## config.mk

```make
export PLATFORM = sky130hd
export DESIGN_NAME = imm_gen
export DESIGN_NICKNAME = d
export VERILOG_FILES = /design/src/rvseed_pkg.sv /design/src/imm_gen.sv
export SDC_FILE = /design/constraint.sdc
export NUM_CORES = 1
export LEC_CHECK = 0
export BUFFER_PORTS_ARGS = -buffer_cell sky130_fd_sc_hd__buf_4
export CORE_MARGIN = 3
export CORE_UTILIZATION = 38
export DETAILED_ROUTE_END_ITERATION = 8
export GPL_ROUTABILITY_DRIVEN = 1
export PLACE_DENSITY = 0.91
export SYNTH_ARGS = -nofsm -noshare
export SYNTH_HDL_FRONTEND = slang
export SYNTH_SLANG_ARGS = --single-unit
```

## constraint.sdc

```tcl
create_clock -name vclk -period 3.28
set_clock_uncertainty 0.1 [all_clocks]
set_input_delay 0.656 -clock vclk [all_inputs]
set_output_delay 0.656 -clock vclk [all_outputs]
set_load 0.005 [all_outputs]
```

## src/rvseed_pkg.sv

```systemverilog
package rvseed_pkg;

    typedef logic [63:0] xlen_t;     // data and address word
    typedef logic [31:0] inst_t;
    typedef logic [4:0]  reg_addr_t;
    typedef logic [7:0]  wmask_t;    // one bit per byte

    typedef enum logic [2:0] {
        IMM_I,
        IMM_S,
        IMM_B,
        IMM_J,
        IMM_U
    } imm_op_e;

    typedef enum logic [1:0] {
        ALU_ADD,
        ALU_SUB,
        ALU_AND
    } alu_op_e;

    typedef enum logic [1:0] {
        SRC_REG_REG,  // rs1, rs2
        SRC_REG_IMM,  // rs1, imm
        SRC_PC_IMM,   // pc, imm
        SRC_PC_FOUR   // pc, 4 for the link value
    } alu_src_e;

    localparam logic [6:0] OP_R     = 7'b0110011;
    localparam logic [6:0] OP_I     = 7'b0010011;
    localparam logic [6:0] OP_LOAD  = 7'b0000011;
    localparam logic [6:0] OP_STORE = 7'b0100011;
    localparam logic [6:0] OP_B     = 7'b1100011;
    localparam logic [6:0] OP_JAL   = 7'b1101111;
    localparam logic [6:0] OP_JALR  = 7'b1100111;
    localparam logic [6:0] OP_LUI   = 7'b0110111;
    localparam logic [6:0] OP_AUIPC = 7'b0010111;

    localparam logic [2:0] F3_ADD_SUB = 3'b000;
    localparam logic [2:0] F3_ADDI    = 3'b000;
    localparam logic [2:0] F3_LW      = 3'b010;
    localparam logic [2:0] F3_SD      = 3'b011;
    localparam logic [2:0] F3_BNE     = 3'b001;
    localparam logic [2:0] F3_JALR    = 3'b000;

    localparam logic [6:0] F7_ADD = 7'b0000000;
    localparam logic [6:0] F7_SUB = 7'b0100000;

    localparam inst_t INST_EBREAK = 32'h0010_0073;

    localparam xlen_t RESET_PC = 64'h8000_0000;

endpackage

```

## src/imm_gen.sv

```systemverilog
`timescale 1ns/1ns

module imm_gen (
    input  rvseed_pkg::inst_t   inst,
    input  rvseed_pkg::imm_op_e imm_op,
    output rvseed_pkg::xlen_t   imm
);
    import rvseed_pkg::*;

    logic sign;

    assign sign = inst[31];

    always_comb begin
        case (imm_op)
            IMM_S: begin
                imm = {{52{sign}}, inst[31:25], inst[11:7]};
            end
            IMM_B: begin
                imm = {{52{sign}}, inst[7], inst[30:25], inst[11:8], 1'b0};  // bit 12 is the sign
            end
            IMM_J: begin
                imm = {{44{sign}}, inst[19:12], inst[20], inst[30:21], 1'b0};
            end
            IMM_U: begin
                imm = {{32{sign}}, inst[31:12], 12'b0};
            end
            default: begin
                imm = {{52{sign}}, inst[31:20]};  // I format
            end
        endcase
    end

endmodule

```

; ---- Word-level counts from Yosys, hierarchy flattened
; Cells that the tools add are included.
[classes]
n_lt_le_gt_ge = 0
muxes = 1
shifts = 0
bitwise_logic = 0
multipliers = 0
n_eq_ne = 4
add_sub_neg = 0
n_div = 0
n_reduce_logical = 0
[op_table]
columns = operator, count
row1 = 31-bit one-hot mux with 4 select lines, 1
row2 = "3-bit by 2-bit == test with 1-bit output, second input constant", 2
row3 = "3-bit by 1-bit == test with 1-bit output, second input constant", 1
row4 = "3-bit == test, second input constant", 1
[totals]
out_inout_bits = 64
mem_bits_ro = 0
mem_count = 0
register_bits = 0
latch_bits = 0
word_cells = 5
in_bits = 35
ram_bits = 0

; ---- Logic depth before layout (Yosys ltp)
[logic_depth]
depth_word = 2
depth_mapped = 5
ltp_nobuf = 3

; ---- Worst setup path before layout
; No wires, ideal clock.
[synth_path]
path_type = input to output
start = input port imm_op[0]
end = output port imm[20]
path_stages = 5
t_required_ns = 2.524
n_path_buf = 2
arrival_time_ns = 1.584
path_slack_ns = 0.940
path_cell_list = or3b_1 buf_2 and2_4 buf_6 a21o_1
[synth_between]
elab_chain_len = 2
elab_cells_between_ends = 5
cone_classes = 4 x eq/ne / 1 x mux
[synth_rtl]
columns = element, line
row1 = start: declaration, imm_gen.sv:5  ; input rvseed_pkg::imm_op_e imm_op,
row2 = "3-bit == test, or another cell as far along", imm_gen.sv:15  ; case (imm_op)
row3 = 31-bit one-hot mux with 4 select lines *, imm_gen.sv:15
row4 = end: declaration, imm_gen.sv:6  ; output rvseed_pkg::xlen_t imm
; Mark *: on every way between the ends. The rest lies on a longest branch, timed or not.

; ---- Worst setup path after layout
[layout_path]
start = input port imm_op[0]
end = output port imm[24]
; Same word-level chain as after synthesis.

==> run_summary.xml <==
<?xml version="1.0" encoding="UTF-8"?>
<metrics>
  <group name="outcome">
    <metric name="status" unit="">finished clean</metric>
  </group>
  <group name="worst_setup_path">
    <metric name="crit_required" unit="ns">2.52</metric>
    <metric name="critical_path.slowest_cell" unit="">sky130_fd_sc_hd__or3b_1</metric>
    <metric name="worst-path-max-fanout" unit="">22</metric>
    <metric name="timing.critical_path.mode_cell" unit="">sky130_fd_sc_hd__buf_4</metric>
    <metric name="timing_worst_setup_path_type" unit="">in2out</metric>
    <metric name="cp_cell_sequence" unit="">buf_4 -&gt; or3b_1 -&gt; and2_4 -&gt; a21o_1 -&gt; buf_4</metric>
    <metric name="total_buffers_and_inverters_traversed_by_the_critical_path" unit="">2</metric>
    <metric name="worst_path_dominant_cell_family" unit="">simple AND/OR/NAND/NOR gates</metric>
    <metric name="critical_path_sink_type" unit="">output port</metric>
    <metric name="critical_path_launch_point_type" unit="">input pin</metric>
    <metric name="worst-endpoint-arrival" unit="ns">2.01</metric>
    <metric name="worst_path_largest_cell_delay" unit="ns">0.59</metric>
  </group>
  <group name="placed_design">
    <metric name="portBuffers" unit="">92</metric>
    <metric name="place_congestion" unit="">0.716</metric>
    <metric name="detailed_place_hpwl" unit="mm">2.05</metric>
    <metric name="detailedPlace.worstSlack" unit="ns">0.518</metric>
  </group>
  <group name="clocking">
    <metric name="postCtsResizedCells" unit="">0</metric>
    <metric name="post_cts_setup_repair_bufs" unit="">0</metric>
    <metric name="post_cts_hold_buffer_count" unit="">0</metric>
  </group>
  <group name="timing">
    <metric name="worst_margin_slew" unit="ns">0.535</metric>
    <metric name="layout_setup_ws" unit="ns">0.513</metric>
    <metric name="rsz_0062_raised_after_global_routing" unit="">no</metric>
    <metric name="min_period" unit="ns">2.77</metric>
    <metric name="layout_worst_path_cycle_share" unit="">0.844</metric>
    <metric name="report.final.setup_viol" unit="">0</metric>
    <metric name="report.final.hold_viol_count" unit="">0</metric>
    <metric name="finalSetupTns" unit="ns">0</metric>
    <metric name="timing.max_slew.rel_slack" unit="">0.643</metric>
    <metric name="final-max-slew-violation-count" unit="">0</metric>
    <metric name="peak_clock_frequency_supported_by_timing" unit="MHz">361</metric>
  </group>
  <group name="final_layout">
    <metric name="numSequentialCells" unit="">0</metric>
    <metric name="clkbuf_count" unit="">0</metric>
    <metric name="utilization" unit="">0.628</metric>
    <metric name="areaGrowthSynthToFinish" unit="%">52.4</metric>
    <metric name="diode_count" unit="">0</metric>
    <metric name="design.final.nets" unit="">209</metric>
    <metric name="layout_cell_share_with_drive_strength_beyond_1" unit="">0.581</metric>
    <metric name="reg_area" unit="sq um">0</metric>
  </group>
  <group name="power_and_ir_drop">
    <metric name="worst_ir_drop_vdd" unit="mV">0.0954</metric>
    <metric name="powerDensity" unit="mW/mm^2">156</metric>
    <metric name="leakage" unit="nW">0.673</metric>
  </group>
  <group name="global_route">
    <metric name="first_global_vias" unit="">932</metric>
    <metric name="grt_util_all_layers" unit="">0.168</metric>
    <metric name="first_pass_grt_wire_length" unit="mm">3.75</metric>
    <metric name="grt_start_max_net_pins" unit="">45</metric>
    <metric name="gr-total-overflow" unit="">0</metric>
    <metric name="grt_antenna_before_repair" unit="">0</metric>
  </group>
  <group name="routing">
    <metric name="detailedRoute.firstPassIterationCount" unit="">4</metric>
    <metric name="routed-via-count" unit="">1096</metric>
    <metric name="ant_nets" unit="">0</metric>
    <metric name="detail_route.wirelength" unit="mm">2.64</metric>
    <metric name="post_drt_via_cell_ratio" unit="">5.51</metric>
    <metric name="drt-initial-drc-count" unit="">29</metric>
    <metric name="post_drt_wl_per_cell" unit="um">13.2</metric>
    <metric name="drt_drc_violations_left" unit="">0</metric>
  </group>
  <group name="yosys">
    <metric name="ys.warnings.count" unit="">0</metric>
    <metric name="syn-cell-area" unit="sq um">825</metric>
    <metric name="synth_compound_gate_area_share" unit="">0.366</metric>
    <metric name="synthSimpleGateAreaFrac" unit="">0.258</metric>
    <metric name="yosys.area_share.xor_xnor" unit="">0</metric>
    <metric name="yosys.cell_types.count" unit="">23</metric>
    <metric name="yosys-mux-area-fraction" unit="">0.0121</metric>
    <metric name="synth_top_family_by_area" unit="">compound AO/OA/AOI/OAI gates</metric>
    <metric name="sequential_area_share_after_synthesis" unit="">0</metric>
    <metric name="synthesis.area_per_instance" unit="sq um">6.70</metric>
    <metric name="postSynthNetCount" unit="">158</metric>
    <metric name="yosys.area_share.adder" unit="">0</metric>
    <metric name="postSynthCellCount" unit="">123</metric>
  </group>
  <group name="flow_run">
    <metric name="cap_viol_max_count" unit="">0</metric>
  </group>
  <group name="die">
    <metric name="floorplan.initialDensity" unit="">0.412</metric>
    <metric name="fp.dieH" unit="um">52.6</metric>
    <metric name="die_w" unit="um">52.6</metric>
    <metric name="boundaryPins" unit="">99</metric>
    <metric name="placementRows" unit="">16</metric>
    <metric name="dieArea" unit="sq mm">0.00276</metric>
    <metric name="core_area" unit="sq mm">0.00200</metric>
  </group>
  <group name="min_path">
    <metric name="hold_path_class" unit="">in2out</metric>
  </group>
</metrics>
[cells in the mapped netlist, drive strengths merged]
cell type   n  share of area
nand2       1         0.0045
o221a       1          0.014
nor3        5          0.030
nor3b       1         0.0091
nor2       10          0.046
and2        7          0.056
or3b        2          0.021
a21o       12           0.11
or2         4          0.030
a221oi      4          0.042
a22o        2          0.021
nand2b      2          0.015
buf        38           0.34
o22ai      12          0.091
a211oi      9          0.088
nor2b       6          0.046
mux2i       1          0.012
clkbuf      6          0.027
[power by group]
group | internal (mW) | leakage, nW | switching, mW
clock | 0 | 0 | 0
sequential | 0 | 0 | 0
combinational | 0.115 | 0.673 | 0.0814
[cell usage in the layout, fill, tap and decap left out, types with 2 or more instances in the layout]
master | Yosys | routed
sky130_fd_sc_hd__nor2b_1 | 6 | 6
sky130_fd_sc_hd__nand2b_1 | 2 | 2
sky130_fd_sc_hd__nor3_1 | 5 | 5
sky130_fd_sc_hd__o22ai_1 | 12 | 12
sky130_fd_sc_hd__a22o_1 | 2 | 2
sky130_fd_sc_hd__or3b_1 | 2 | 2
sky130_fd_sc_hd__a221oi_1 | 4 | 4
sky130_fd_sc_hd__buf_4 | 33 | 93
sky130_fd_sc_hd__a21o_1 | 12 | 12
sky130_fd_sc_hd__nor2_1 | 10 | 10
sky130_fd_sc_hd__a211oi_1 | 8 | 8
sky130_fd_sc_hd__and2_1 | 6 | 6
sky130_fd_sc_hd__or2_2 | 4 | 4
[stage by stage]
stage	area [sq um]	std cells	power, mW	hold slack [ns]
4_1_cts	1260	199	0.197	1.49
5_1_grt	1260	199	0.214	1.51
3_3_place_gp	1260	199	0.191	1.48
3_5_place_dp	1260	199	0.197	1.48
2_1_floorplan	825	123	0.103	1.29
6_report	1260	199	0.196	1.49
[cells by family after synthesis]
logic type,Yosys count
mux,1
simple gates,38
buf+inv,44
compound gates,40
[path summary, 6_finish.rpt]
| path | to | startpoint | cells past startpoint | slack (ns) |
|---|---|---|---|---|
| worst max-delay path | imm[24] | imm_op[0] | 5 | 0.51 |
| worst min-delay path | imm[27] | inst[27] | 3 | 1.49 |
[metal layers]
layer,GRT usage,part of all wire,vias to the layer above
li1,-,-,510
met1,0.199,0.36,477
met2,0.302,0.46,101
met3,0.0256,0.16,8
met4,0.0553,0.020,0
met5,0,0,-
[layout make-up]
type                            instances  area [sq um]
Timing Repair Buffer                   93           698
Multi-Input combinational cell         79           524
Fill cell                             175           746
Tap cell                               27          33.8
Note: power is estimated with default switching activity, not from simulation.
