===== config.mk =====
export PLATFORM = sky130hd
export DESIGN_NAME = pc_reg
export DESIGN_NICKNAME = d
export VERILOG_FILES = /design/src/rvseed_pkg.sv /design/src/pc_reg.sv
export SDC_FILE = /design/constraint.sdc
export NUM_CORES = 1
export LEC_CHECK = 0
export BUFFER_PORTS_ARGS = -buffer_cell sky130_fd_sc_hd__buf_2
export CAP_MARGIN = 30
export CORE_MARGIN = 2
export CORE_UTILIZATION = 51
export DETAILED_ROUTE_END_ITERATION = 7
export PLACE_DENSITY_LB_ADDON = 0.12
export SKIP_CTS_REPAIR_TIMING = 1
export SYNTH_ARGS = -nofsm -noshare
export SYNTH_HDL_FRONTEND = slang
export SYNTH_SLANG_ARGS = --single-unit
export TNS_END_PERCENT = 5

===== constraint.sdc =====
create_clock -name clk -period 2.9 [get_ports clk]
set_input_delay 0.29 -clock clk [delete_from_list [all_inputs] [get_ports clk]]
set_output_delay 0.29 -clock clk [all_outputs]
set_load 0.02 [all_outputs]

===== src/rvseed_pkg.sv =====
package rvseed_pkg;

    typedef logic [63:0] xlen_t;     // data and address word
    typedef logic [31:0] inst_t;
    typedef logic [4:0]  reg_addr_t;
    typedef logic [7:0]  wmask_t;    // one bit per byte

    typedef enum logic [2:0] {
        IMM_I,
        IMM_S,
        IMM_B,
        IMM_J,
        IMM_U
    } imm_op_e;

    typedef enum logic [1:0] {
        ALU_ADD,
        ALU_SUB,
        ALU_AND
    } alu_op_e;

    typedef enum logic [1:0] {
        SRC_REG_REG,  // rs1, rs2
        SRC_REG_IMM,  // rs1, imm
        SRC_PC_IMM,   // pc, imm
        SRC_PC_FOUR   // pc, 4 for the link value
    } alu_src_e;

    localparam logic [6:0] OP_R     = 7'b0110011;
    localparam logic [6:0] OP_I     = 7'b0010011;
    localparam logic [6:0] OP_LOAD  = 7'b0000011;
    localparam logic [6:0] OP_STORE = 7'b0100011;
    localparam logic [6:0] OP_B     = 7'b1100011;
    localparam logic [6:0] OP_JAL   = 7'b1101111;
    localparam logic [6:0] OP_JALR  = 7'b1100111;
    localparam logic [6:0] OP_LUI   = 7'b0110111;
    localparam logic [6:0] OP_AUIPC = 7'b0010111;

    localparam logic [2:0] F3_ADD_SUB = 3'b000;
    localparam logic [2:0] F3_ADDI    = 3'b000;
    localparam logic [2:0] F3_LW      = 3'b010;
    localparam logic [2:0] F3_SD      = 3'b011;
    localparam logic [2:0] F3_BNE     = 3'b001;
    localparam logic [2:0] F3_JALR    = 3'b000;

    localparam logic [6:0] F7_ADD = 7'b0000000;
    localparam logic [6:0] F7_SUB = 7'b0100000;

    localparam inst_t INST_EBREAK = 32'h0010_0073;

    localparam xlen_t RESET_PC = 64'h8000_0000;

endpackage


===== src/pc_reg.sv =====
`timescale 1ns/1ns

module pc_reg #(
    parameter rvseed_pkg::xlen_t RESET_PC = rvseed_pkg::RESET_PC
) (
    input  logic              clk,
    input  logic              rst_n,
    input  logic              branch,
    input  logic              jump,
    input  logic              jalr,
    input  logic              zero,
    input  logic              halt_req,
    input  rvseed_pkg::xlen_t imm,
    input  rvseed_pkg::xlen_t result,
    output rvseed_pkg::xlen_t pc,
    output logic              halt
);
    import rvseed_pkg::*;

    xlen_t pc_next;
    logic  halt_q;  // sticky after ebreak

    assign halt = halt_q || halt_req;

    always_comb begin
        if (jalr) begin
            pc_next = {result[63:1], 1'b0};
        end else if (jump || (branch && !zero)) begin
            pc_next = pc + imm;  // jal or taken bne
        end else begin
            pc_next = pc + 64'd4;
        end
    end

    always_ff @(posedge clk or negedge rst_n) begin
        if (!rst_n) begin
            pc     <= RESET_PC;
            halt_q <= 1'b0;
        end else begin
            halt_q <= halt;
            if (!halt) begin
                pc <= pc_next;
            end
        end
    end

    assert property (@(posedge clk) disable iff (!rst_n) halt |=> $stable(pc) && halt);

endmodule


======== After elaboration in Yosys (flattened, before gate mapping) ========
Index checks and enable logic that the tools add are counted.
storage, ports and cells
  register bits after elaboration ......... 65
  bits of input ports ..................... 135
  output and inout bits ................... 65
  word-level logic and storage cells ...... 10
operators by class
  add/sub/neg operators ................... 2
  multiplexer cells ....................... 2
  reduce and logical (&&, ||, !) cells .... 4
operator list
  kind                     count
  $mux W64                 2
  $add A64 B3 Y64 const B  1
  $add A64 B64 Y64         1
  $logic_or A1 B1 Y1       2
  $logic_and A1 B1 Y1      1
  $logic_not A1 Y1         1

======== Longest topological paths before layout ========
  depth in word-level cells ............... 5
  depth in mapped cells ................... 11
  depth with buffers taken out ............ 11

======== Worst setup path before layout ========
Ideal clock, no wire load.
  kind .................................... reg2reg
  start point ............................. register pc[14]
  end point ............................... register pc[49]
  setup time .............................. 0.124 ns
  arrival time ............................ 2.859 ns
  required time ........................... 2.776 ns
  setup slack ............................. -0.083 ns
  stages on the path, launching flop included .. 12
  buffers on the path ..................... 1
  period minus slack after synthesis ...... 2.983 ns
  cells stage by stage .................... dfrtp_1 ha_1 clkbuf_1 nand4_1 or2_2 a211oi_1 o311ai_0 and3_1 o31ai_4 a21o_1 o31ai_1 a211o_1
between the ends
  word-level cells in the longest chain between the ends .. 3
  elaborated cells between the ends (all ways) .. 4
ends and longest elaborated chain
  element                                                     RTL line                    text
  start, declared                                             pc_reg.sv:15                output rvseed_pkg::xlen_t pc,
  start signal, assigned                                      pc_reg.sv:42                pc <= pc_next;
  $add A64 B3 Y64 / $add A64 B64 Y64 (equally long branches)  pc_reg.sv:31, pc_reg.sv:29
  $mux W64 (*)                                                pc_reg.sv:28                end else if (jump || (branch && !zero)) begin
  $mux W64 (*)                                                pc_reg.sv:26                if (jalr) begin
Mark *: on every way between the ends. The rest lies on a longest branch, timed or not.
A chain may end at the register's enable or synchronous reset.

======== Worst setup path in the final report ========
  start point ............................. register pc[14]
  end point ............................... register pc[58]
Same word-level chain as after synthesis.

==> impl_metrics.py <==
metrics = {
    "timing": {
        "timing.slew.headroom_pct": 42.29,
        "totalNegativeSetupSlack_ps": -343.9,
        "fmax_ghz": 0.3308,
        "slew_violations": 0,
        "worst_slew_pin_slew_ps": 863.6,
        "rsz_0062_raised_after_global_routing": "true",
        "fin_crit_ps": 3023,
        "finalHoldViolCount": 0,
        "skew_ps": 9.474,
        "worst_slack_ps": -123.2,
        "final-setup-viol-count": 4,
        "final.hold.worst_slack_ps": 175.2,
        "fin_crit_sh_pct": 104.2,
    },
    "placed_design": {
        "gp_congestion": 0.9947,
        "dpl-instance-area_sq_um": 11130,
        "io_buffer_count": 198,
        "hpwl_um": 26800,
        "place_inst": 1766,
        "preCtsSetupSlack_ps": -237.5,
    },
    "floorplanning": {
        "fp-row-count": 47,
        "die_area_sq_um": 18140,
        "start_util_pct": 52.33,
        "die-width_um": 134.7,
        "num_io_pins": 200,
        "core-area_sq_um": 16640,
        "fp.dieH_um": 134.7,
    },
    "route": {
        "vias_per_cell": 6.302,
        "drcViolationCount": 0,
        "drt_first_pass_iters": 6,
        "drt-initial-drc-count": 1074,
        "avgRoutedWirePerCell_um": 19.74,
        "num_vias": 11250,
        "routed_wl_um": 35240,
        "antenna_violating_nets_post_route": 0,
    },
    "layout": {
        "finalNetCount": 1760,
        "fillers": 1437,
        "areaGrowthSynthToFinish_pct": 34.77,
        "finalInstanceArea_sq_um": 11740,
        "share_of_cells_above_drive_strength_1_pct": 30.22,
        "layout.cells.non_filler": 1785,
        "largest_register_ff_count": 64,
        "antenna_cells_inserted": 0,
    },
    "setup_path": {
        "worstSetupEndpointType": "flip-flop",
        "critical_path.cell_chain": "ha_1 > buf_4 > o21ai_0 > a21oi_1 > a21boi_0 > buf_4 > o311ai_4 > a311oi_1 > nor2_1 > a31oi_2 > mux2i_1 > or3_1",
        "worstSetupPathType": "reg -> reg",
        "crit_start": "pc[14]$_DFFE_PN0P_",
        "worst_path_max_delay_cell": "dfrtp_1",
        "worstReg2RegStart": "pc[14]$_DFFE_PN0P_",
        "worst_path_most_repeated_cell": "buf_4",
        "arrival_ps": 3260,
        "timing.critical_path.slowest_cell_delay_ps": 380,
        "worst-path-buf-inv": 2,
        "worstSetupStartpointType": "flip-flop",
        "timing.critical_path.fanout_max": 5,
        "largest_delay_contributor_family_on_the_critical_path": "compound AO/OA/AOI/OAI gates",
        "worst_ep_required_time_ps": 3130,
    },
    "global_routing": {
        "grt_antenna_before_repair": 0,
        "grt_start_max_net_pins": 67,
        "grt_pass1_wl_um": 53850,
        "gr-total-overflow": 0,
        "via_count_of_the_first_global_routing_pass": 10390,
        "groute.usage.overall_pct": 37.62,
    },
    "power_and_ir_drop": {
        "internal-power_mw": 3.322,
        "max-vdd-ir-drop_uv": 321.8,
        "leakagePower_nw": 5.411,
        "p_sw_mw": 2.682,
        "seq_power_share_pct": 19.4,
        "pwr-share-clk_pct": 19.7,
        "sw_frac_of_total_pct": 44.67,
        "power_per_cell_area_nw_per_um2": 511.5,
        "power_share_of_the_combinational_group_pct": 61.0,
    },
    "synthesis": {
        "netlist-cell-type-count": 76,
        "yosysMostFrequentCell": "nand2_1",
        "synth_area_sq_um": 8708,
        "yosys_warnings": 0,
        "postSynthCellCount": 1237,
        "postSynthNetCount": 1437,
        "post_synth_edffs": 0,
        "synthDominantCellAreaShare_pct": 18.39,
        "synth_top_cell_by_area": "dfrtp_1",
        "netlist_top_cells_count": "nand2_1 (150), a21oi_1 (146), o21ai_0 (140)",
        "primary_flip_flop_cell_chosen_by_synthesis_mapping": "dfrtp_1",
        "synth_seq_cells": 65,
        "asyncSetResetFlopFracSynth_pct": 100.0,
        "avgSynthCellArea_sq_um": 7.040,
        "seq_area_frac_synth_pct": 18.69,
        "yosys-top-cells-area": "dfrtp_1 (18%), ha_1 (9.2%), a21oi_1 (8.4%)",
    },
    "status": {
        "failing_checks": "setup timing",
        "outcome": "complete, but fails checks",
    },
    "worst_hold_path": {
        "hp-class": "in -> reg",
        "hold_start": "result[1]",
    },
    "cts": {
        "cts_root_buf": "clkbuf_16",
        "clk_path_buf_depth": 2,
        "clock_tree_from_tritoncts": "built",
        "clkTransAtPathRegs_ps": 60,
        "numClockSinks": 65,
        "cts_made_buffers": 9,
        "htree_num_levels": 3,
        "clock_latency_of_the_later_clocked_register_in_the_worst_skew_pair_ps": 360,
    },
    "job": {
        "cap_viol_max_count": 0,
    },
}
[power groups by stage]
stage               clock (mW)  combinational [mW]  sequential (mW)
floorplan                    0                1.79             1.41
global placement             0                3.39             1.16
detailed placement           0                3.42             1.17
CTS                       1.18                3.46             1.15
global route              1.23                3.94             1.18
finish                    1.18                3.66             1.16
[through the flow]
stage                     utilization, %  total power [mW]
after floorplan                        -             3.198
after global placement             66.87             4.552
after global routing               70.52             6.349
after CTS                          68.69             5.787
final                              70.52             6.003
after detailed placement           66.87             4.591
[cell usage in the layout (no fill, tap or decap), types with 6 or more instances in the layout]
cell and n:
nand3_1 52, o21bai_1 14, ha_1 56, buf_2 198
buf_4 185, or3_1 19, a31oi_1 15, nor2_1 84
o22ai_1 10, xnor2_1 40, o211ai_1 10, nor3_1 22
a22oi_1 9, o21ai_1 11, inv_1 19, nor4_1 9
o221ai_1 9, and3_1 37, a21o_1 27, dfrtp_1 63
nand2_1 149, a21oi_1 136, a21oi_2 9, o31ai_1 6
o21a_1 10, and4_1 6, clkbuf_16 9, nand4_1 29
a211oi_1 14, o21ai_0 131, mux2i_1 10, xor2_1 33
and2_1 8
[routing by layer]
layer / up-vias / track usage (%) / wire [um] / share of wire, %
met5: - / 0 / 0 / 0
met4: 0 / 16.26 / 1225 / 3.5
met2: 651 / 59.17 / 15990 / 45
li1: 5256 / - / - / -
met3: 88 / 4.992 / 3130 / 8.9
met1: 5254 / 51.79 / 14890 / 42
[final cells by class]
| class | count | area (sq um) | share of cell area, % |
|---|---|---|---|
| clock inverters | 2 | 37.54 | 0.3198 |
| flip-flops and latches | 65 | 1629 | 13.88 |
| well taps | 220 | 275.3 | 2.345 |
| clock buffers | 14 | 264.0 | 2.249 |
| inverters | 20 | 75.07 | 0.6397 |
| multi-input cells | 1077 | 7014 | 59.77 |
| repair buffers | 387 | 2441 | 20.80 |
[worst register-to-register path, stage by stage, from the launching register on]
cell	delay [ps]
dfrtp_1	380
ha_1	340
buf_4	160
o21ai_0	230
a21oi_1	130
a21boi_0	250
buf_4	180
o311ai_4	110
a311oi_1	330
nor2_1	140
a31oi_2	220
mux2i_1	110
or3_1	340
[cell families (layout without fill, tap and decap cells)]
group / after synthesis / in the layout / synth area share [%]
fa+ha+maj: 65 / 65 / 9.425
compound gates: 462 / 462 / 32.46
xor+xnor: 75 / 75 / 7.543
buf+inv: 95 / 423 / 4.152
mux: 12 / 12 / 1.408
flops: 65 / 65 / 18.69
simple gates: 463 / 463 / 26.32
[path summary, 6_finish.rpt]
path                                       to  slack, ps  cells after the start
min in group asynchronous  pc[55]$_DFFE_PN0P_        490                      2
setup reg to reg           pc[58]$_DFFE_PN0P_       -120                     12
hold / removal              pc[1]$_DFFE_PN0P_        180                      3
setup / recovery           pc[58]$_DFFE_PN0P_       -120                     12
max in group asynchronous  pc[17]$_DFFE_PN0P_       1680                      3
hold reg to reg            pc[34]$_DFFE_PN0P_        520                      2
(Power assumes the default switching activity.)
