--- src/rvseed_pkg.sv ---
package rvseed_pkg;

    typedef logic [63:0] xlen_t;     // data and address word
    typedef logic [31:0] inst_t;
    typedef logic [4:0]  reg_addr_t;
    typedef logic [7:0]  wmask_t;    // one bit per byte

    typedef enum logic [2:0] {
        IMM_I,
        IMM_S,
        IMM_B,
        IMM_J,
        IMM_U
    } imm_op_e;

    typedef enum logic [1:0] {
        ALU_ADD,
        ALU_SUB,
        ALU_AND
    } alu_op_e;

    typedef enum logic [1:0] {
        SRC_REG_REG,  // rs1, rs2
        SRC_REG_IMM,  // rs1, imm
        SRC_PC_IMM,   // pc, imm
        SRC_PC_FOUR   // pc, 4 for the link value
    } alu_src_e;

    localparam logic [6:0] OP_R     = 7'b0110011;
    localparam logic [6:0] OP_I     = 7'b0010011;
    localparam logic [6:0] OP_LOAD  = 7'b0000011;
    localparam logic [6:0] OP_STORE = 7'b0100011;
    localparam logic [6:0] OP_B     = 7'b1100011;
    localparam logic [6:0] OP_JAL   = 7'b1101111;
    localparam logic [6:0] OP_JALR  = 7'b1100111;
    localparam logic [6:0] OP_LUI   = 7'b0110111;
    localparam logic [6:0] OP_AUIPC = 7'b0010111;

    localparam logic [2:0] F3_ADD_SUB = 3'b000;
    localparam logic [2:0] F3_ADDI    = 3'b000;
    localparam logic [2:0] F3_LW      = 3'b010;
    localparam logic [2:0] F3_SD      = 3'b011;
    localparam logic [2:0] F3_BNE     = 3'b001;
    localparam logic [2:0] F3_JALR    = 3'b000;

    localparam logic [6:0] F7_ADD = 7'b0000000;
    localparam logic [6:0] F7_SUB = 7'b0100000;

    localparam inst_t INST_EBREAK = 32'h0010_0073;

    localparam xlen_t RESET_PC = 64'h8000_0000;

endpackage

--- src/regfile.sv ---
`timescale 1ns/1ns

module regfile (
    input  logic                  clk,
    input  logic                  rst_n,
    input  logic                  wen,
    input  rvseed_pkg::reg_addr_t waddr,
    input  rvseed_pkg::xlen_t     wdata,
    input  rvseed_pkg::reg_addr_t raddr1,
    input  rvseed_pkg::reg_addr_t raddr2,
    output rvseed_pkg::xlen_t     rdata1,
    output rvseed_pkg::xlen_t     rdata2
);
    import rvseed_pkg::*;

    xlen_t regs [32];

    always_ff @(posedge clk or negedge rst_n) begin
        if (!rst_n) begin
            for (int i = 0; i < 32; i++) begin
                regs[i] <= '0;
            end
        end else if (wen && waddr != '0) begin  // x0 stays zero
            regs[waddr] <= wdata;
        end
    end

    assign rdata1 = regs[raddr1];
    assign rdata2 = regs[raddr2];

endmodule

--- config.mk ---
export PLATFORM = sky130hd
export DESIGN_NAME = regfile
export DESIGN_NICKNAME = d
export VERILOG_FILES = /design/src/rvseed_pkg.sv /design/src/regfile.sv
export SDC_FILE = /design/constraint.sdc
export NUM_CORES = 2
export LEC_CHECK = 0
export BUFFER_PORTS_ARGS = -buffer_cell sky130_fd_sc_hd__buf_2
export CAP_MARGIN = 15
export CORE_MARGIN = 4
export CORE_UTILIZATION = 60
export CTS_CLUSTER_SIZE = 25
export DETAILED_ROUTE_END_ITERATION = 7
export PLACE_DENSITY = 0.86
export SLEW_MARGIN = 20
export SYNTH_ARGS = -nofsm -noshare
export SYNTH_HDL_FRONTEND = slang
export SYNTH_SLANG_ARGS = --single-unit
--- constraint.sdc ---
create_clock -name clk -period 4.5 [get_ports clk]
set_input_delay 0.675 -clock clk [delete_from_list [all_inputs] [get_ports clk]]
set_output_delay 0.675 -clock clk [all_outputs]
set_load 0.01 [all_outputs]
### Word level (Yosys, flattened, before mapping)

Index checks and enable logic that the tools add are counted.

* mux-type cells: 9
* shift operators: 0
* add/sub/neg operators: 0
* reductions and logical operators: 3
* multiply operators: 0
* $lt $le $gt $ge: 4
* equality and inequality tests: 0
* bitwise operators: 3
* divide/modulo/power cells: 0

Operators with widths (count)
* $bwmux W2048: 1
* $bmux W64 S5: 2
* $demux W64 S5: 1
* $mux W64: 5
* $ge A6 B6 Y1 const B: 3
* $not A5 Y6: 3
* $lt A6 B1 Y1 const B: 1
* $reduce_bool A5 Y1: 1
* $logic_and A1 B1 Y1: 2

* output and inout bits: 128
* memories kept: 0
* bits in latches: 0
* register bits: 2048
* memory bits (read-only): 0
* memory bits (writable): 0
* input port bits: 82
* word-level logic and storage cells: 51

### Logic depth before layout (Yosys ltp)

* word-level depth: 6
* depth in mapped cells: 9
* gate-level depth less buffers: 4

### Least setup slack after synthesis

Ideal clock, no wire load.

* path type: input -> output
* start point: input port raddr1[2]
* end point: output port rdata1[10]
* buffers on the path: 3
* stages on the path: 6
* required time: 3.825 ns
* arrival: 2.530 ns
* path slack: 1.295 ns
* cells stage by stage: buf_2 clkbuf_1 buf_1 mux4_2 mux4_2 mux2_2

* cells in the longest elaborated chain, start to end: 4

Ends and longest elaborated chain
* start: declaration: line regfile.sv:9 `input rvseed_pkg::reg_addr_t raddr1,`
* $not A5 Y6 (implied by the code): line regfile.sv:28 `assign rdata1 = regs[raddr1];`
* $bmux W64 S5: line regfile.sv:28
* $mux W64 (implied by the code) (2 in a row): line regfile.sv:28
* end: declaration: line regfile.sv:11 `output rvseed_pkg::xlen_t rdata1,`

No other way between the ends. The select of a mux whose other input is x is not followed.

### Worst setup path after layout

* start point: input port raddr2[0]
* end point: output port rdata2[35]

* cells in the longest elaborated chain, start to end: 4

Ends and longest elaborated chain
* start: declaration: line regfile.sv:10 `input rvseed_pkg::reg_addr_t raddr2,`
* $not A5 Y6 (implied by the code): line regfile.sv:29 `assign rdata2 = regs[raddr2];`
* $bmux W64 S5: line regfile.sv:29
* $mux W64 (implied by the code) (2 in a row): line regfile.sv:29
* end: declaration: line regfile.sv:12 `output rvseed_pkg::xlen_t rdata2`

No other way between the ends. The select of a mux whose other input is x is not followed.

==> impl_metrics.xml <==
<?xml version="1.0" encoding="UTF-8"?>
<metrics>
  <group name="sta">
    <metric name="grt_setup_unrepaired" unit="">no</metric>
    <metric name="final_count_of_hold_timing_violations" unit="">0</metric>
    <metric name="tightestPinTransition" unit="ns">1.13</metric>
    <metric name="timing.final.crit_period" unit="ns">3.91</metric>
    <metric name="maxSlewHeadroom" unit="">0.243</metric>
    <metric name="finalSetupTns" unit="ns">0</metric>
    <metric name="fin_worst_skew" unit="ns">0</metric>
    <metric name="slew_viol_final" unit="">0</metric>
    <metric name="min_period_over_period" unit="">0.868</metric>
    <metric name="fmax" unit="GHz">0.256</metric>
    <metric name="report.final.setup_viol" unit="">0</metric>
  </group>
  <group name="power">
    <metric name="power.density_cell_area" unit="nW/µm²">455</metric>
    <metric name="leakage_power_summed_over_all_cells" unit="nW">51.8</metric>
    <metric name="worst_case_vdd_ir_drop" unit="V">0.000459</metric>
  </group>
  <group name="floorplanning">
    <metric name="die_x" unit="µm">432</metric>
    <metric name="floorplan.initialDensity" unit="">0.604</metric>
    <metric name="io-pin-count" unit="">210</metric>
    <metric name="core" unit="µm²">178000</metric>
    <metric name="placementRows" unit="">155</metric>
    <metric name="overall_die_area" unit="µm²">186000</metric>
    <metric name="dieHeight" unit="µm">432</metric>
  </group>
  <group name="critical_path">
    <metric name="critical_path_required" unit="ns">3.83</metric>
    <metric name="timing.critical_path.arrival" unit="ns">3.23</metric>
    <metric name="reg2reg_setup_slack" unit="ns">3.66</metric>
    <metric name="critPathLaunch" unit="">raddr2[0]</metric>
    <metric name="critical_path.reg2reg.endpoint" unit="">regs[1685]</metric>
    <metric name="critical_path_class" unit="">input port to output pin</metric>
    <metric name="startpoint_of_the_most_critical_register_to_register_path" unit="">regs[1685]</metric>
    <metric name="critical_path_endpoint_category" unit="">output pin</metric>
    <metric name="reg2regPathDepth" unit="">1</metric>
    <metric name="critPathMaxFanout" unit="">35</metric>
    <metric name="crit_path_start_kind" unit="">input port</metric>
  </group>
  <group name="synth">
    <metric name="synth.yosys.warnings" unit="">0</metric>
    <metric name="netlist_area" unit="µm²">108000</metric>
    <metric name="synth_edf_count" unit="">0</metric>
    <metric name="ys_dominant_reg_cell" unit="">sky130_fd_sc_hd__dfrtp_1</metric>
    <metric name="synth_top_area_cell" unit="">sky130_fd_sc_hd__dfrtp_1</metric>
    <metric name="number_of_synthesized_register_bits" unit="">2048</metric>
    <metric name="synth_area_per_cell" unit="µm²">16.5</metric>
    <metric name="postSynthNetCount" unit="">6594</metric>
    <metric name="yosys.area.top_type_share" unit="">0.476</metric>
    <metric name="yosys-top-cells-count" unit="">2151 x sky130_fd_sc_hd__mux2_2, 2048 x sky130_fd_sc_hd__dfrtp_1, 1145 x sky130_fd_sc_hd__mux4_2</metric>
    <metric name="post_synth_inst_count" unit="">6512</metric>
    <metric name="synth_top_cells_by_area" unit="">sky130_fd_sc_hd__dfrtp_1 48%, sky130_fd_sc_hd__mux4_2 24%, sky130_fd_sc_hd__mux2_2 22%</metric>
    <metric name="synth_cell_type_count" unit="">30</metric>
    <metric name="synthMostInstantiatedCell" unit="">sky130_fd_sc_hd__mux2_2</metric>
    <metric name="asyncSetResetFlopFracSynth" unit="">1.00</metric>
    <metric name="proportion_of_synthesized_chip_area_in_sequential_cells" unit="">0.476</metric>
  </group>
  <group name="detailed_routing">
    <metric name="vias_per_cell" unit="">7.42</metric>
    <metric name="detail_route.drc_violations" unit="">0</metric>
    <metric name="drt_pre_antenna_iters" unit="">6</metric>
    <metric name="routed_wire_length_per_instance" unit="µm">35.3</metric>
    <metric name="vias" unit="">66689</metric>
    <metric name="antenna_left" unit="">0</metric>
    <metric name="aggregate_routed_wire_length" unit="µm">317000</metric>
    <metric name="initialDrtViolationCount" unit="">7968</metric>
  </group>
  <group name="finish">
    <metric name="final_cells" unit="">8982</metric>
    <metric name="fin_area" unit="µm²">119000</metric>
    <metric name="largest_register_ffs" unit="">2048</metric>
    <metric name="final_util" unit="">0.670</metric>
    <metric name="multi_input_comb_area" unit="µm²">53400</metric>
    <metric name="largest_registers" unit="">regs (2048)</metric>
    <metric name="max_flop_register" unit="">regs</metric>
    <metric name="register_area" unit="µm²">51200</metric>
    <metric name="finish.net_count" unit="">6516</metric>
    <metric name="fillers" unit="">11330</metric>
    <metric name="areaGrowthSynthToFinish" unit="%">10.9</metric>
    <metric name="drive_gt1_frac" unit="">0.631</metric>
  </group>
  <group name="global_route">
    <metric name="global_route.usage.total" unit="">0.344</metric>
    <metric name="wire_length_of_the_first_global_routing_pass" unit="µm">474000</metric>
    <metric name="globalRoute.totalOverflow" unit="">0</metric>
    <metric name="grt_max_degree" unit="">154</metric>
    <metric name="first_global_vias" unit="">70593</metric>
    <metric name="number_of_antenna_violations_at_the_first_check_in_global_routing" unit="">33</metric>
  </group>
  <group name="cts">
    <metric name="clk_pin_slew_worst_paths" unit="ns">0.06</metric>
    <metric name="h-tree-depth" unit="">4</metric>
    <metric name="cts_tree" unit="">built</metric>
    <metric name="number_of_sinks_driven_by_the_clock_tree" unit="">2048</metric>
    <metric name="cts-root-buf" unit="">sky130_fd_sc_hd__clkbuf_16</metric>
    <metric name="tritoncts.num_buffers" unit="">205</metric>
    <metric name="post_cts_resized" unit="">0</metric>
    <metric name="cts.path.max_buffers" unit="">3</metric>
    <metric name="insertion_delay" unit="ns">0.85</metric>
  </group>
  <group name="place">
    <metric name="place.detailed.instances" unit="">8581</metric>
    <metric name="detailed_place_hpwl" unit="µm">179000</metric>
    <metric name="port_buf_inserts" unit="">209</metric>
    <metric name="placed_area" unit="µm²">112000</metric>
    <metric name="globalplace.congestion" unit="">0.830</metric>
  </group>
  <group name="worst_hold_path">
    <metric name="hold-path-endpoint" unit="">regs[2035]</metric>
    <metric name="holdCritStartpoint" unit="">regs[2035]</metric>
    <metric name="hold-path-cell-count" unit="">0</metric>
    <metric name="hp-class" unit="">flop to flop</metric>
  </group>
  <group name="flow_run">
    <metric name="max_cap_viols" unit="">0</metric>
  </group>
  <group name="outcome">
    <metric name="status" unit="">finished, final reports clean</metric>
  </group>
</metrics>
==> routing by layer <==
| metal | wire length [µm] | vias to the layer above | global-route usage |
|---|---|---|---|
| met2 | 152000 | 4145 | 0.539 |
| met1 | 112000 | 36025 | 0.442 |
| li1 | - | 25432 | - |
| met5 | 77 | - | 0 |
| met3 | 31000 | 1073 | 0.0849 |
| met4 | 21800 | 14 | 0.205 |
==> layout make-up <==
class | instances | share of cell area
Sequential cell | 2048 | 0.429
Inverter | 1 | 0.0000524
Clock buffer | 289 | 0.0498
Timing Repair Buffer | 488 | 0.0386
Clock inverter | 91 | 0.0105
Multi-Input combinational cell | 3690 | 0.447
Tap cell | 2355 | 0.0247
Antenna cell | 20 | 0.000419
==> power by group <==
part           total [mW]  internal [mW]  switching [mW]
Sequential           24.7           21.9            2.74
Combinational        11.4           7.10            4.35
Clock                18.3           10.7            7.55
Total                54.4           39.7            14.6
==> cells by family after synthesis <==
| family | after synthesis | synth area share |
|---|---|---|
| mux | 3440 | 0.478 |
| compound gates | 156 | 0.0112 |
| buf+inv | 774 | 0.0308 |
| flops | 2048 | 0.476 |
| simple gates | 94 | 0.00445 |
==> per-stage QoR <==
| step | worst slack (ns) | hold WS [ns] | power [mW] |
|---|---|---|---|
| floorplan | 1.29 | 0.379 | 32.4 |
| global placement | 0.637 | 0.377 | 35.3 |
| detailed placement | 0.643 | 0.382 | 36.1 |
| CTS | 0.596 | 0.375 | 54.3 |
| global route | 0.535 | 0.404 | 56.3 |
| finish | 0.593 | 0.393 | 54.4 |
==> worst max path at each step <==
stage                 end  slack [ns]
2_1_floorplan  rdata1[10]        1.29
3_3_place_gp   rdata2[35]        0.64
5_1_grt        rdata2[35]        0.54
6_report       rdata2[35]        0.59
3_5_place_dp   rdata2[35]        0.64
4_1_cts        rdata2[35]        0.60
==> placed cells by master, fill, tap and decap left out, types with 36 or more instances in the layout <==
cell,Yosys,routed
sky130_fd_sc_hd__buf_12,0,111
sky130_fd_sc_hd__buf_2,218,199
sky130_fd_sc_hd__buf_4,27,168
sky130_fd_sc_hd__clkbuf_1,487,36
sky130_fd_sc_hd__clkbuf_16,0,207
sky130_fd_sc_hd__clkbuf_8,0,47
sky130_fd_sc_hd__clkinv_2,0,38
sky130_fd_sc_hd__dfrtp_1,2048,2048
sky130_fd_sc_hd__mux2_2,2151,2151
sky130_fd_sc_hd__mux2i_1,144,144
sky130_fd_sc_hd__mux4_2,1145,1145
sky130_fd_sc_hd__o22ai_1,60,60
==> what timing repair did <==
action                                 4_1_cts  5_1_grt
endpoints found under the hold margin       52        0
buffers inserted                             0        0
hold buffers                                 1        0
==> critical path, cell delays in order <==
cell and delay (ns):
sky130_fd_sc_hd__buf_8 0.45, sky130_fd_sc_hd__buf_12 0.32, sky130_fd_sc_hd__buf_4 0.22, sky130_fd_sc_hd__mux4_2 0.52, sky130_fd_sc_hd__mux2_2 0.30, sky130_fd_sc_hd__a221o_1 0.46, sky130_fd_sc_hd__buf_2 0.18
No activity file was read; power rests on OpenSTA's default activity.
