**src/rvseed_pkg.sv**
```systemverilog
package rvseed_pkg;

    typedef logic [63:0] xlen_t;     // data and address word
    typedef logic [31:0] inst_t;
    typedef logic [4:0]  reg_addr_t;
    typedef logic [7:0]  wmask_t;    // one bit per byte

    typedef enum logic [2:0] {
        IMM_I,
        IMM_S,
        IMM_B,
        IMM_J,
        IMM_U
    } imm_op_e;

    typedef enum logic [1:0] {
        ALU_ADD,
        ALU_SUB,
        ALU_AND
    } alu_op_e;

    typedef enum logic [1:0] {
        SRC_REG_REG,  // rs1, rs2
        SRC_REG_IMM,  // rs1, imm
        SRC_PC_IMM,   // pc, imm
        SRC_PC_FOUR   // pc, 4 for the link value
    } alu_src_e;

    localparam logic [6:0] OP_R     = 7'b0110011;
    localparam logic [6:0] OP_I     = 7'b0010011;
    localparam logic [6:0] OP_LOAD  = 7'b0000011;
    localparam logic [6:0] OP_STORE = 7'b0100011;
    localparam logic [6:0] OP_B     = 7'b1100011;
    localparam logic [6:0] OP_JAL   = 7'b1101111;
    localparam logic [6:0] OP_JALR  = 7'b1100111;
    localparam logic [6:0] OP_LUI   = 7'b0110111;
    localparam logic [6:0] OP_AUIPC = 7'b0010111;

    localparam logic [2:0] F3_ADD_SUB = 3'b000;
    localparam logic [2:0] F3_ADDI    = 3'b000;
    localparam logic [2:0] F3_LW      = 3'b010;
    localparam logic [2:0] F3_SD      = 3'b011;
    localparam logic [2:0] F3_BNE     = 3'b001;
    localparam logic [2:0] F3_JALR    = 3'b000;

    localparam logic [6:0] F7_ADD = 7'b0000000;
    localparam logic [6:0] F7_SUB = 7'b0100000;

    localparam inst_t INST_EBREAK = 32'h0010_0073;

    localparam xlen_t RESET_PC = 64'h8000_0000;

endpackage

```
**src/ctrl.sv**
```systemverilog
`timescale 1ns/1ns

module ctrl (
    input  rvseed_pkg::inst_t     inst,
    output logic                  branch,
    output logic                  jump,
    output logic                  jalr,
    output logic                  reg_wen,
    output rvseed_pkg::reg_addr_t reg_waddr,
    output rvseed_pkg::reg_addr_t reg1_raddr,
    output rvseed_pkg::reg_addr_t reg2_raddr,
    output rvseed_pkg::imm_op_e   imm_op,
    output rvseed_pkg::alu_op_e   alu_op,
    output rvseed_pkg::alu_src_e  alu_src,
    output logic                  mem_read,
    output logic                  mem_write,
    output rvseed_pkg::wmask_t    wmask,
    output logic                  halt_req,
    output logic                  illegal
);
    import rvseed_pkg::*;

    logic [6:0] opcode;
    logic [2:0] funct3;
    logic [6:0] funct7;
    reg_addr_t  rd;
    reg_addr_t  rs1;
    reg_addr_t  rs2;

    assign opcode = inst[6:0];
    assign funct3 = inst[14:12];
    assign funct7 = inst[31:25];
    assign rd     = inst[11:7];
    assign rs1    = inst[19:15];
    assign rs2    = inst[24:20];

    always_comb begin
        branch     = 1'b0;
        jump       = 1'b0;
        jalr       = 1'b0;
        reg_wen    = 1'b0;
        reg_waddr  = '0;
        reg1_raddr = '0;  // x0 unless an rs1 is used
        reg2_raddr = '0;
        imm_op     = IMM_I;
        alu_op     = ALU_AND;
        alu_src    = SRC_REG_REG;
        mem_read   = 1'b0;
        mem_write  = 1'b0;
        wmask      = '0;
        halt_req   = 1'b0;
        illegal    = 1'b0;
        case (opcode)
            OP_R: begin
                if (funct3 == F3_ADD_SUB && (funct7 == F7_ADD || funct7 == F7_SUB)) begin
                    reg_wen    = 1'b1;
                    reg_waddr  = rd;
                    reg1_raddr = rs1;
                    reg2_raddr = rs2;
                    alu_op     = (funct7 == F7_SUB) ? ALU_SUB : ALU_ADD;
                end else begin
                    illegal = 1'b1;
                end
            end
            OP_I: begin
                if (funct3 == F3_ADDI) begin
                    reg_wen    = 1'b1;
                    reg_waddr  = rd;
                    reg1_raddr = rs1;
                    alu_op     = ALU_ADD;
                    alu_src    = SRC_REG_IMM;
                end else begin
                    illegal = 1'b1;
                end
            end
            OP_LOAD: begin
                if (funct3 == F3_LW) begin
                    reg_wen    = 1'b1;
                    reg_waddr  = rd;
                    reg1_raddr = rs1;
                    alu_op     = ALU_ADD;  // rs1 + offset
                    alu_src    = SRC_REG_IMM;
                    mem_read   = 1'b1;
                end else begin
                    illegal = 1'b1;
                end
            end
            OP_STORE: begin
                if (funct3 == F3_SD) begin
                    reg1_raddr = rs1;
                    reg2_raddr = rs2;  // store data
                    imm_op     = IMM_S;
                    alu_op     = ALU_ADD;
                    alu_src    = SRC_REG_IMM;
                    mem_write  = 1'b1;
                    wmask      = '1;
                end else begin
                    illegal = 1'b1;
                end
            end
            OP_B: begin
                if (funct3 == F3_BNE) begin
                    branch     = 1'b1;
                    reg1_raddr = rs1;
                    reg2_raddr = rs2;
                    imm_op     = IMM_B;
                    alu_op     = ALU_SUB;  // zero flag compares
                end else begin
                    illegal = 1'b1;
                end
            end
            OP_JAL: begin
                jump      = 1'b1;
                reg_wen   = 1'b1;
                reg_waddr = rd;
                imm_op    = IMM_J;
                alu_op    = ALU_ADD;
                alu_src   = SRC_PC_FOUR;
            end
            OP_JALR: begin
                if (funct3 == F3_JALR) begin
                    jump       = 1'b1;
                    jalr       = 1'b1;
                    reg_wen    = 1'b1;
                    reg_waddr  = rd;
                    reg1_raddr = rs1;  // target base
                    alu_op     = ALU_ADD;
                    alu_src    = SRC_PC_FOUR;
                end else begin
                    illegal = 1'b1;
                end
            end
            OP_LUI: begin
                reg_wen   = 1'b1;
                reg_waddr = rd;
                imm_op    = IMM_U;
                alu_op    = ALU_ADD;
                alu_src   = SRC_REG_IMM;  // x0 + imm
            end
            OP_AUIPC: begin
                reg_wen   = 1'b1;
                reg_waddr = rd;
                imm_op    = IMM_U;
                alu_op    = ALU_ADD;
                alu_src   = SRC_PC_IMM;
            end
            default: begin
                if (inst == INST_EBREAK) begin
                    halt_req = 1'b1;
                end else begin
                    illegal = 1'b1;
                end
            end
        endcase
    end

    always_comb begin
        assert (!(reg_wen && mem_write));
    end

endmodule

```
**config.mk**
```make
export PLATFORM = sky130hd
export DESIGN_NAME = ctrl
export DESIGN_NICKNAME = d
export VERILOG_FILES = /design/src/rvseed_pkg.sv /design/src/ctrl.sv
export SDC_FILE = /design/constraint.sdc
export NUM_CORES = 1
export LEC_CHECK = 0
export ABC_AREA = 1
export BUFFER_PORTS_ARGS = -buffer_cell sky130_fd_sc_hd__buf_2
export CAP_MARGIN = 10
export CORE_ASPECT_RATIO = 1.4
export CORE_UTILIZATION = 40
export DETAILED_ROUTE_END_ITERATION = 8
export PLACE_DENSITY = 0.87
export SYNTH_ARGS = -nofsm -noshare
export SYNTH_HDL_FRONTEND = slang
export SYNTH_SLANG_ARGS = --single-unit
```
**constraint.sdc**
```tcl
create_clock -name vclk -period 1.25
set_input_delay 0.25 -clock vclk [all_inputs]
set_output_delay 0.25 -clock vclk [all_outputs]
set_load 0.02 [all_outputs]
```
==> flow_metrics.env, run 1 <==
export IMPL_run_status="did not finish"
export IMPL_failed_stage="5_1_grt"
export IMPL_error_message="[ERROR DPL-0038] Utilization greater than 100%, impossible to legalize"
export IMPL_syn_inst=195
export IMPL_synth_warning_count=0
export IMPL_finalWeightedCongestion=0.9220
export IMPL_placed_cells=328
export IMPL_placement_cell_area_mm2=0.001832
export IMPL_worst_endpoint_after_global_route_timing_repair="reg1_raddr[0]"
export IMPL_largest_cells_by_area_after_synthesis="sky130_fd_sc_hd__nand2_1 (18%), sky130_fd_sc_hd__nand3_1 (14%), sky130_fd_sc_hd__inv_1 (11%)"
export IMPL_yosysTopAreaCellShare_pct=17.83
export IMPL_rows=21
export IMPL_grt_max_degree=10
export IMPL_syn_nets=227
export IMPL_chipHeight_um=60.86
export IMPL_top_level_ports=70
export IMPL_yosysSeqAreaShare_pct=0
export IMPL_floorplan_initialDensity_pct=41.85
export IMPL_count_of_buffers_from_port_buffering=70
export IMPL_timing_repair_worst_endpoint_type="output port"
export IMPL_synth_distinct_cells=23
export IMPL_die_x_um=44.04
export IMPL_netlist_top_cell_by_area="sky130_fd_sc_hd__nand2_1"
export IMPL_synth_cell_area_um2=989.7
export IMPL_synth_area_per_cell_um2=5.075
export IMPL_cts_hold_buffers_added=0
export IMPL_post_place_ws_ns=-0.5229
export IMPL_detailedPlacementHpwl_mm=3.269
-- timing repair --
| action | in CTS |
|---|---|
| pin swaps | 22 |
| gates resized for setup | 105 |
| endpoints found under the setup margin | 38 |
| cloned | 1 |
| buffers inserted | 13 |
| hold endpoints to repair | 0 |
-- stage by stage --
| stage | hold WS, ns | utilization, % |
|---|---|---|
| floorplan | 0.6075 | - |
| global placement | 0.8565 | 77.46 |
| detailed placement | 0.8624 | 77.46 |
| CTS | 0.8413 | 96.24 |
-- cell usage after synthesis (3+ instances only) --
cell	count
sky130_fd_sc_hd__nor2_1	28
sky130_fd_sc_hd__nand4_1	9
sky130_fd_sc_hd__nor2_4	3
sky130_fd_sc_hd__inv_2	8
sky130_fd_sc_hd__nor3_1	3
sky130_fd_sc_hd__buf_4	8
sky130_fd_sc_hd__nor2_2	10
sky130_fd_sc_hd__nand2_1	47
sky130_fd_sc_hd__nand2_2	6
sky130_fd_sc_hd__inv_1	29
sky130_fd_sc_hd__nand3_1	27
-- cell families after synthesis --
kind of cell,Yosys count,synth area share [%]
AO/OA/AOI/OAI,5,2.528
AND/OR/NAND/NOR,145,77.37
buffers and inverters,45,20.10
==> run 2, diff against run 1 <==
- CORE_AREA: unset -> 2 2 63 65
- CORE_ASPECT_RATIO: 1.4 -> unset
- CORE_UTILIZATION: 40 -> unset
- DIE_AREA: unset -> 0 0 65 67
- PLACE_DENSITY: 0.87 -> unset
- PLACE_DENSITY_LB_ADDON: unset -> 0.15
- clock period: 1.25 -> 1.6 ns (I/O delays scaled with it)
==> flow_metrics.env, run 2 <==
export IMPL_pwr_share_clk_pct=0
export IMPL_drt_antenna_violating_nets=0
export IMPL_drt_met1_wl_mm=1.661
export IMPL_critical_path_slowest_cell="sky130_fd_sc_hd__nand3b_1"
export IMPL_placement_cell_area_mm2=0.001620
export IMPL_power_switching_mw=0.1561
export IMPL_highest_layer="met4"
export IMPL_fin_crit_sh_pct=105.8
export IMPL_core_area_mm2=0.003606
export IMPL_post_route_cells_drive_above_1_share_pct=58.50
export IMPL_hold_class="in2out"
export IMPL_worst_ep_arrival_time_ns=1.37
export IMPL_peakVddDrop_mv=0.1130
export IMPL_met2WireLength_mm=2.050
export IMPL_slowest_delay_ns=0.22
export IMPL_max_freq_mhz=590.8
export IMPL_largest_cells_by_area_after_synthesis="sky130_fd_sc_hd__nand2_1 (18%), sky130_fd_sc_hd__nand3_1 (14%), sky130_fd_sc_hd__inv_1 (11%)"
export IMPL_routed_wire_length_per_instance_um=11.38
export IMPL_insertedDiodeCount=0
export IMPL_regArea_um2=0
export IMPL_cp_num_buf_inv=3
export IMPL_most_used_standard_cell_by_instance_count_after_synthesis="sky130_fd_sc_hd__nand2_1"
export IMPL_complex_gate_fraction_of_the_synthesized_area_pct=2.528
export IMPL_worstPathCellList="buf_8, inv_4, nand2_4, nor2_4, nand3b_1, nand3_4, nor2_4, nor2_2, buf_6"
export IMPL_layout_commonest_cell="sky130_fd_sc_hd__buf_4"
export IMPL_detailedPlacementHpwl_mm=3.020
export IMPL_synth_area_per_cell_um2=5.075
export IMPL_synth_distinct_cells=23
export IMPL_rows=22
export IMPL_rsz0062_at_grt="true"
export IMPL_drv_max_cap_violation_count=0
export IMPL_setup_tns_final_ns=-1.638
export IMPL_hold_vio_cnt_final=0
export IMPL_synth_mux_area_fraction_pct=0
export IMPL_run_status="complete, but fails checks"
export IMPL_routed_vias=1541
export IMPL_global_route_usage_total_pct=17.69
export IMPL_vias_per_cell=4.506
export IMPL_yosysTopAreaCellShare_pct=17.83
export IMPL_switching_share_of_power_pct=53.35
export IMPL_die_x_um=65
export IMPL_leakage_nw=1.221
export IMPL_met3RoutedLength_um=135
export IMPL_synth_warning_count=0
export IMPL_power_sequential_fraction_pct=0
export IMPL_grt_max_degree=10
export IMPL_antenna_found_initial=0
export IMPL_vias_in_the_first_global_route=1446
export IMPL_syn_nets=227
export IMPL_final_setup_worst_slack_ns=-0.09259
export IMPL_finalWeightedCongestion=0.8824
export IMPL_power_per_cell_area_mw_per_mm2=139.2
export IMPL_synth_adder_area_share_pct=0
export IMPL_critical_path_endpoint_type="output port"
export IMPL_synth_area_in_simple_gates_pct=77.37
export IMPL_synth_top_family_by_area="simple AND/OR/NAND/NOR gates"
export IMPL_path_common_cell="sky130_fd_sc_hd__nor2_4"
export IMPL_areaGrowthSynthToFinish_pct=112.4
export IMPL_required_ns=1.28
export IMPL_maxSlewHeadroom_pct=83.24
export IMPL_setup_violations=30
export IMPL_overflow=0
export IMPL_netlist_top_cell_by_area="sky130_fd_sc_hd__nand2_1"
export IMPL_top_level_ports=70
export IMPL_finalWirelength_mm=3.893
export IMPL_count_of_buffers_from_port_buffering=70
export IMPL_detail_route_drc_violations=0
export IMPL_synth_cells_most_frequent="sky130_fd_sc_hd__nand2_1 (47), sky130_fd_sc_hd__inv_1 (29), sky130_fd_sc_hd__nor2_1 (28), sky130_fd_sc_hd__nand3_1 (27), sky130_fd_sc_hd__nor2_2 (10)"
export IMPL_whs_ns=0.9747
export IMPL_chipHeight_um=67
export IMPL_violations_in_the_final_reports="negative setup slack"
export IMPL_cts_hold_buffers_added=0
export IMPL_num_nets_final=328
export IMPL_drt_first_pass_iters=4
export IMPL_die_area_mm2=0.004355
export IMPL_floorplan_initialDensity_pct=27.45
export IMPL_layout_clock_buffers=0
export IMPL_slew_violations=0
export IMPL_synth_cell_area_um2=989.7
export IMPL_synth_xor_area_share_pct=0
export IMPL_layout_min_cycle_time_ns=1.693
export IMPL_part_of_the_total_power_dissipated_in_combinational_logic_pct=100.0
export IMPL_worstPathMaxFanout=5
export IMPL_yosysSeqAreaShare_pct=0
export IMPL_syn_inst=195
export IMPL_cellInternalPower_mw=0.1365
export IMPL_timing_worst_slew_pin_value_ns=0.2488
export IMPL_layout_cell_area_non_filler_mm2=0.002102
export IMPL_post_place_ws_ns=-0.2121
export IMPL_timing_worst_setup_path_type="in2out"
export IMPL_layout_common_cells="sky130_fd_sc_hd__buf_4 (39), sky130_fd_sc_hd__nand2_1 (36), sky130_fd_sc_hd__buf_2 (34), sky130_fd_sc_hd__inv_1 (26), sky130_fd_sc_hd__buf_6 (26)"
export IMPL_first_pass_grt_wire_length_mm=6.299
export IMPL_flops_and_latches=0
export IMPL_timing_critical_path_max_delay_family="simple AND/OR/NAND/NOR gates"
export IMPL_dr_first_iter_drc_count=33
export IMPL_startpoint_type="input port"
[run 2: cell counts after synthesis]
Identical to the previous run, type by type.
[run 2: cells by family after synthesis]
group,after synthesis
AO/OA/AOI/OAI,5
buffers and inverters,45
AND/OR/NAND/NOR,145
[run 2: worst paths after layout]
kind,start,end,slack (ns),depth (start not counted)
hold / removal,inst[16],reg1_raddr[1],0.97,4
setup / recovery,inst[2],reg1_raddr[4],-0.09,9
[run 2: power groups by stage]
stage               logic, mW  registers [mW]  clock network, mW
detailed placement      0.206               0                  0
finish                  0.293               0                  0
global route            0.319               0                  0
CTS                     0.265               0                  0
floorplan              0.0881               0                  0
global placement        0.206               0                  0
[run 2: metal layers]
| metal | up-vias | track usage [%] |
|---|---|---|
| met5 | - | 0 |
| met4 | 0 | 2.660 |
| met3 | 6 | 0.3378 |
| met2 | 40 | 33.12 |
| met1 | 687 | 22.92 |
| li1 | 808 | - |
[run 2: layout make-up]
| type | count | area (um^2) |
|---|---|---|
| fillers | 357 | 1504 |
| inverters | 37 | 163.9 |
| multi-input cells | 150 | 987.2 |
| well taps | 48 | 60.06 |
| repair buffers | 107 | 890.9 |
[run 2: what timing repair did]
action,4_1_cts,5_1_grt
setup buffers,4,1
setup endpoints to repair,34,33
cloned,0,0
resized for setup,86,39
hold endpoints to repair,0,0
pin swaps,18,18
[run 2: stage by stage]
step | utilization (%) | total power, mW | std cells
after floorplan | - | 0.08814 | 195
after global placement | 44.93 | 0.2062 | 337
after detailed placement | 44.93 | 0.2058 | 337
after CTS | 54.09 | 0.2654 | 341
after global routing | 58.29 | 0.3194 | 342
final | 58.29 | 0.2926 | 342
Power figures use the tool's default switching activity.
